File: src/design/regNumPkg.sv
package regNumPkg;

	localparam int gprCount = 32;
	localparam int gprIdxWidth = $clog2(gprCount);	// index into the stored file
	localparam int regIdWidth = 6;

	// bit of SR that selects the live register bank
	localparam int srBankBit = 29;

	// operand port identifiers with the general registers at 0..31
	typedef enum logic [regIdWidth-1:0] {
		R0 = 6'h00,		// aliases DLR
		R1 = 6'h01,		// aliases DHR
		R15 = 6'h0F,	// aliases SP
		idPc = 6'h20,
		idImm = 6'h3E,
		idZero = 6'h3F
	} gprId_t;

	// control register identifiers for the Cm and Co ports
	typedef enum logic [regIdWidth-1:0] {
		idCtrlPc = 6'h20,
		idLr = 6'h21,
		idSr = 6'h22,
		idVbr = 6'h23,
		idSpc = 6'h24,
		idSsp = 6'h25,
		idGbr = 6'h26,
		idTbr = 6'h27,
		idDlr = 6'h28,
		idDhr = 6'h29,
		idSlr = 6'h2A,
		idSsr = 6'h2B,
		idSgb = 6'h2C,
		idStb = 6'h2D
	} ctrlId_t;

endpackage

File: src/design/regDataPkg.sv
package regDataPkg;

	localparam int wordWidth = 64;
	localparam int immWidth = 33;	// sign bit at the top

	typedef logic [wordWidth-1:0] word_t;

	// one write port for Ro or Co
	typedef struct packed {
		logic [regNumPkg::regIdWidth-1:0] id;
		word_t value;
	} writePort_t;

	// values the execute stage wants the registers to take next
	typedef struct packed {
		word_t sp;
		word_t pc;
		word_t pr;
		word_t sr;
		word_t dlr;
		word_t dhr;
		word_t gbr;
		word_t tbr;
	} pipeNext_t;

	// live control registers as seen by the pipeline
	typedef struct packed {
		word_t sp;
		word_t pc;
		word_t pr;
		word_t sr;
		word_t vbr;
		word_t dlr;
		word_t dhr;
		word_t gbr;
		word_t tbr;
	} ctrlView_t;

endpackage

File: src/design/controlRegs.sv
module controlRegs (
	input logic clock,
	input logic reset,
	input regDataPkg::writePort_t gprWrite,
	input regDataPkg::writePort_t ctrlWrite,
	input regDataPkg::pipeNext_t pipeNext,
	input regNumPkg::ctrlId_t idCm,
	input regDataPkg::word_t nextPc,
	input logic hold,
	output regDataPkg::word_t valCm,
	output regDataPkg::ctrlView_t ctrl
);

	// shadow bank
	regDataPkg::word_t shadowPc;
	regDataPkg::word_t shadowPr;
	regDataPkg::word_t shadowSr;
	regDataPkg::word_t shadowSp;
	regDataPkg::word_t shadowGb;
	regDataPkg::word_t shadowTb;

	logic bankBit;	// last seen SR.RB
	logic newBank;
	logic swap;

	assign newBank = pipeNext.sr[regNumPkg::srBankBit];
	assign swap = newBank != bankBit;

	always_ff @(posedge clock)
	begin
		if (reset)
		begin
			ctrl <= '0;
			shadowPc <= '0;
			shadowPr <= '0;
			shadowSr <= '0;
			shadowSp <= '0;
			shadowGb <= '0;
			shadowTb <= '0;
			bankBit <= 1'b0;
		end
		else
		begin
			bankBit <= newBank;	// tracks SR even while held

			if (swap)
			begin
				ctrl.pr <= shadowPr;
				ctrl.gbr <= shadowGb;
				ctrl.tbr <= shadowTb;
				shadowPr <= pipeNext.pr;
				shadowGb <= pipeNext.gbr;
				shadowTb <= pipeNext.tbr;
				ctrl.sp <= shadowSp;
				shadowSp <= ctrl.sp;

				if (newBank)
				begin
					// entering the interrupt bank
					shadowPc <= ctrl.pc;
					ctrl.pc <= pipeNext.pc;
					shadowSr <= ctrl.sr;
					ctrl.sr <= pipeNext.sr;
				end
				else
				begin
					ctrl.pc <= shadowPc;
					shadowPc <= ctrl.pc;
					ctrl.sr <= shadowSr;
					shadowSr <= pipeNext.sr;
				end
			end
			else if (!hold)
			begin
				// R0, R1 and R15 from the Ro port
				ctrl.dlr <= (gprWrite.id == regNumPkg::R0) ? gprWrite.value : pipeNext.dlr;
				ctrl.dhr <= (gprWrite.id == regNumPkg::R1) ? gprWrite.value : pipeNext.dhr;
				ctrl.sp <= (gprWrite.id == regNumPkg::R15) ? gprWrite.value : pipeNext.sp;

				ctrl.pc <= (ctrlWrite.id == regNumPkg::idCtrlPc) ? ctrlWrite.value : pipeNext.pc;
				ctrl.pr <= (ctrlWrite.id == regNumPkg::idLr) ? ctrlWrite.value : pipeNext.pr;
				ctrl.sr <= (ctrlWrite.id == regNumPkg::idSr) ? ctrlWrite.value : pipeNext.sr;

				// these only move on an explicit Co write
				if (ctrlWrite.id == regNumPkg::idVbr)
					ctrl.vbr <= ctrlWrite.value;
				if (ctrlWrite.id == regNumPkg::idGbr)
					ctrl.gbr <= ctrlWrite.value;
				if (ctrlWrite.id == regNumPkg::idTbr)
					ctrl.tbr <= ctrlWrite.value;
				if (ctrlWrite.id == regNumPkg::idSpc)
					shadowPc <= ctrlWrite.value;
				if (ctrlWrite.id == regNumPkg::idSlr)
					shadowPr <= ctrlWrite.value;
				if (ctrlWrite.id == regNumPkg::idSsr)
					shadowSr <= ctrlWrite.value;
				if (ctrlWrite.id == regNumPkg::idSsp)
					shadowSp <= ctrlWrite.value;
				if (ctrlWrite.id == regNumPkg::idSgb)
					shadowGb <= ctrlWrite.value;
				if (ctrlWrite.id == regNumPkg::idStb)
					shadowTb <= ctrlWrite.value;
			end
		end
	end

	// Cm read port with PC, LR, DLR and DHR taken from the pipe
	always_comb
	begin
		case (idCm)
			regNumPkg::idCtrlPc: valCm = nextPc;
			regNumPkg::idLr: valCm = pipeNext.pr;
			regNumPkg::idSr: valCm = ctrl.sr;
			regNumPkg::idVbr: valCm = ctrl.vbr;
			regNumPkg::idDlr: valCm = pipeNext.dlr;
			regNumPkg::idDhr: valCm = pipeNext.dhr;
			regNumPkg::idGbr: valCm = ctrl.gbr;
			regNumPkg::idTbr: valCm = ctrl.tbr;
			regNumPkg::idSpc: valCm = shadowPc;
			regNumPkg::idSlr: valCm = shadowPr;
			regNumPkg::idSsr: valCm = shadowSr;
			regNumPkg::idSsp: valCm = shadowSp;
			regNumPkg::idSgb: valCm = shadowGb;
			regNumPkg::idStb: valCm = shadowTb;
			default: valCm = '0;
		endcase

		if (idCm == ctrlWrite.id)
			valCm = ctrlWrite.value;	// Co forwarding
	end

endmodule

File: config.mk
export PLATFORM = sky130hd
export DESIGN_NAME = controlRegs
export DESIGN_NICKNAME = d
export VERILOG_FILES = /design/src/design/regNumPkg.sv /design/src/design/regDataPkg.sv /design/src/design/controlRegs.sv
export SDC_FILE = /design/constraint.sdc
export NUM_CORES = 2
export LEC_CHECK = 0
export BUFFER_PORTS_ARGS = -buffer_cell sky130_fd_sc_hd__buf_2
export CORE_AREA = 2 2 531 533
export CTS_CLUSTER_SIZE = 20
export DETAILED_ROUTE_END_ITERATION = 16
export DIE_AREA = 0 0 533 535
export PLACE_DENSITY_LB_ADDON = 0.05
export SLEW_MARGIN = 20
export SYNTH_ARGS = -nofsm -noshare
export SYNTH_HDL_FRONTEND = slang
export SYNTH_SLANG_ARGS = --single-unit
File: constraint.sdc
create_clock -name clock -period 3.4 [get_ports clock]
set_clock_uncertainty 0.2 [all_clocks]
set_input_delay 0.51 -clock clock [delete_from_list [all_inputs] [get_ports clock]]
set_output_delay 0.51 -clock clock [all_outputs]
set_load 0.05 [all_outputs]
-- Word-level counts from Yosys, hierarchy flattened
Cells that the tools add are included.
- eq/ne operators: 31
- muxes and demuxes: 35
- bitwise gates (word level): 2
- reduce and logical (&&, ||, !) cells: 19
- operators by type and width (cell ; number):
    $mux 64 ; 31
    $pmux 64 s14 ; 1
    $mux 576 ; 1
    $mux 256 ; 1
    $eq 6x6->1 const B ; 26
    $mux 128 ; 1
    $reduce_and 2->1 ; 9
    $reduce_bool 2->1 ; 8
    $eq 6x1->1 const B ; 1
    $eq 6x4->1 const B ; 1
    $eq 6x6->1 ; 1
    $logic_not 6->1 ; 1
    $reduce_and 3->1 ; 1
    $ne 2x1->1 const B ; 1
    $not 1->1 ; 2
    $ne 1x1->1 ; 1
- bits in registers: 961
- output and inout port bits: 640
- logic and storage cells: 103

-- Longest topological paths before layout
- depth in word-level cells: 4
- gate-level depth with buffers: 10

-- Worst setup path before layout
Ideal clock, no wire load.
- kind: input to output
- from: input idCm[4]
- to: output valCm[23]
- arrival time: 2.835 ns
- required time: 2.690 ns
- path slack: -0.145 ns
- stages on the path: 8
- path buffers: 3
- cells stage by stage: buf_2 nand3b_1 or3b_1 clkbuf_1 buf_2 nor2_1 nor3_1 o21ai_0
- cells in the longest elaborated chain, start to end: 3
- elaborated cells between the ends (all ways): 17
- ends and longest elaborated chain (item ; RTL line ; text):
    start: declaration ; controlRegs.sv:7 ; input regNumPkg::ctrlId_t idCm,
    $eq 6x6->1 ; controlRegs.sv:110 ; case (idCm)
    $pmux 64 s14 ; controlRegs.sv:110 ;
    $mux 64 * ; controlRegs.sv:128 ; if (idCm == ctrlWrite.id)
    end: declaration ; controlRegs.sv:10 ; output regDataPkg::word_t valCm,
Every way passes the cells marked *; elsewhere a longest branch is shown, timed or not.

-- Final worst setup path
- from: input idCm[2]
- to: output valCm[28]
Same word-level chain as after synthesis.

==> metrics.md <==
| Metric | Value |
|---|---|
| Sequential cell area fraction in the yosys report | 0.378 |
| Slew Limit Fails | 0 |
| Pre-CTS WS | -0.438 ns |
| FF-to-FF Start | bankBit |
| Tot Pwr | 0.0366 W |
| H-tree levels | 4 |
| Hold WC Path Type | in -> reg |
| I/O pin total | between 1k and 1.5k |
| Hpwl dp | ~300000 µm |
| Max-Slew Margin vs Limit | 0.0616 |
| Largest net degree at the start of global routing | 137 |
| Critical Path RT | 2.69 ns |
| GPL Wtd Cong | 0.847 |
| Critical Path, Cell by Cell | buf_6 -> or4b_4 -> nor2_4 -> buf_4 -> buf_12 -> buf_6 -> a32oi_1 -> nand4_1 -> nor3_2 -> o21ai_2 -> buf_12 |
| Num rows | slightly below 200 |
| Nets@finish | 8759 |
| Startpoint Class | primary input |
| Core box area | ~280000 µm² |
| Fin crit share | 0.995 |
| Crit path arrival time | between 2 and 3 ns |
| CP Capture Point | valCm[28] |
| Outcome | completed |
| Clock Latency Late Sink | about 0.82 ns |
| Final hold vios | 0 |
| CP Launch Point | idCm[2] |
| Slowest stage delay, CP | around 0.64 ns |
| Via count | approximately 60k |
| Iter 0 DRT Violations | 6074 |
| Vias in the first global route | 59.2k |
| Clk sink count | between 900 and 1k |
| Worst R2R Setup Slack | between 0.15 and 0.2 ns |
| Antenna violations before repair | between 90 and 100 |
| RSZ-0062 raised after global routing | yes |
| Critical path fanouts, max | 11 |
| Post-Syn Area per Cell | roughly 8.5 µm² |
| Fin area | just under 80000 µm² |
| Die height | approximately 540 µm |
| Crit-path slowest cell | or4b_4 |
| Via density | ~5.0 |
| Post-synth net total | 6703 |
| Dpl cell area | 65200 µm² |
| CP Capture Type | primary output |
| Syn. warnings | 0 |
| Critical path's top delay family | simple AND/OR/NAND/NOR gates |
| CTS tree | done |
| Area Growth Syn to Fin | 54.1% |
| Max Root-Sink Buffers | 4 |
| Die Footprint | between 200000 and 300000 µm² |
| Final period demand of the worst path | 3.38 ns |
| Post-layout util | 0.281 |
| Remaining Overflow, GRT | 0 |
| First-pass GRT wire length | 549000 µm |
| Die Span X | approximately 530 µm |
| Wire length per cell | between 30 and 40 µm |
| Setup TNS Final | 0 ns |
| F_max | 0.296 GHz |
| CP bufs+invs | 5 |
| Post-synthesis cell count | roughly 6.0k |
| Cells on worst reg2reg path | 7 |
| VDD IR max | between 200 and 300 µV |
| Post-route ant nets | 0 |
| Leak | between 30 and 40 nW |
| Input/output buffers | between 1k and 1.5k |
| Tot GR Track Use | 0.278 |
| Final WS setup | 0.0184 ns |
| # DRC | 0 |
| Post-synth cell types | just under 60 |
| CTS Root Cell | clkbuf_16 |
| Clk slew on worst S/H paths | about 0.050 ns |
| First-pass detailed-route iteration total | 11 |
| Num CTS Buffers | between 100 and 150 |
| CP Depth | 11 |
| PD cells | roughly 470 nW/µm² |
| Synth Cell Area | slightly above 50000 µm² |
| Synthesis-stage register bit count | about 960 |
| Share of cells above drive strength 1 | 0.288 |
| Post-synth EDFFs | 0 |
| CP Class | in -> out |
| Aggregate routed wire length | just over 400000 µm |
| Worst Tran Pin Value | around 1.4 ns |
| Crit Reg-Reg Endpoint | ctrl[371] |
| Most frequent cells in the layout | buf_2, dfxtp_1, nor2_1, dlygate4sd3_1, mux2i_1 |
| Initial Utilization | 0.182 |
| Max cap viols | 0 |
| Most common cell after layout, fill and taps aside | buf_2 |
| Endpoints failing setup | 0 |
| Main synth FF type | dfxtp_1 |
| Async set-or-reset flop fraction in the synthesized netlist | 0 |
registers in the layout, indices dropped and copies added, names as in the netlist:
| name | count |
|---|---|
| bankBit | 1 |
| ctrl | 576 |
| shadowGb | 64 |
| shadowPc | 64 |
| shadowPr | 64 |
| shadowSp | 64 |
| shadowSr | 64 |
| shadowTb | 64 |
stage by stage:
step | instances | hold slack (ns)
6_report | 11900 | 0.0772
5_1_grt | 11900 | 0.0488
4_1_cts | 11800 | 0.0174
3_5_place_dp | 10800 | 0.263
3_3_place_gp | 10800 | 0.258
2_1_floorplan | 5978 | 0.246
how the worst min path moves through the flow:
stage	from	endpoint	slack [ns]	depth (start not counted)
after global placement	ctrl[305]	ctrl[305]	0.26	2
after CTS	pipeNext[458]	ctrl[522]	0.02	5
after detailed placement	ctrl[283]	ctrl[283]	0.26	2
after global routing	pipeNext[139]	ctrl[139]	0.05	4
final	pipeNext[139]	ctrl[139]	0.08	4
after floorplan	shadowPr[8]	ctrl[392]	0.25	2
worst min-delay path, stage by stage:
cell	delay (ns)
buf_2	0.14
mux2i_1	0.15
buf_4	0.17
a211oi_1	0.08
power breakdown:
| group | switching (W) | total, W | leakage (nW) | internal [W] |
|---|---|---|---|---|
| Sequential | 0.000851 | 0.0129 | 7.92 | 0.0121 |
| Clock | 0.00623 | 0.0152 | 2.21 | 0.00894 |
| Combinational | 0.00555 | 0.00851 | 22.6 | 0.00296 |
| Total | 0.0126 | 0.0366 | 32.8 | 0.0240 |
timing repair:
action	CTS	global route
endpoints found under the setup margin	62	46
hold endpoints to repair	907	0
gates cloned	1	1
buffers inserted	12	7
pin swaps	21	19
hold buffers	778	0
gates resized for setup	97	52
layer usage:
layer	wire [µm]	share of wire	vias to the layer above	global-route usage
li1	-	-	26400	-
met1	175000	0.42	30200	0.352
met2	197000	0.47	2604	0.469
met3	29400	0.071	510	0.0583
met4	14000	0.034	34	0.0858
met5	230	0.00055	-	0
cells by family (layout without fill, tap and decap cells):
group / count (synthesis) / after routing / synth area share
other cells: 0 / 44 / 0
compound gates: 1777 / 1777 / 0.244
flops: 961 / 961 / 0.378
mux: 921 / 921 / 0.189
buf+inv: 737 / 2891 / 0.0625
simple gates: 1576 / 1576 / 0.125
xor+xnor: 6 / 6 / 0.00103
synth_stat cells (all sizes together), types with 6 or more instances:
library cell	number	share of area
mux4	12	0.0053
dfxtp	961	0.38
nand4	23	0.0028
a311oi	66	0.012
inv	66	0.0049
nand2	549	0.041
nand3	90	0.0089
a221oi	37	0.0064
a22o	48	0.0083
a211oi	394	0.060
mux2i	706	0.14
o21ai	215	0.021
clkbuf	442	0.033
a2111oi	8	0.0014
mux2	203	0.045
nor3b	7	0.0014
a211o	8	0.0014
nor2b	19	0.0023
o22ai	123	0.015
nor3	33	0.0036
a22oi	74	0.011
a21oi	510	0.050
nor2	826	0.061
a222oi	279	0.055
buf	229	0.025
nand2b	6	0.00074
cell type report:
cell class | count | area, µm²
fill | 30200 | 201000
multi-input combinational | 4280 | 29100
timing repair buffer | 2578 | 20400
sequential | 961 | 19300
tap | 3724 | 4660
clock buffer | 231 | 4350
inverter | 66 | 248
clock inverter | 16 | 179
antenna | 44 | 110
Power figures use the tool's default switching activity.
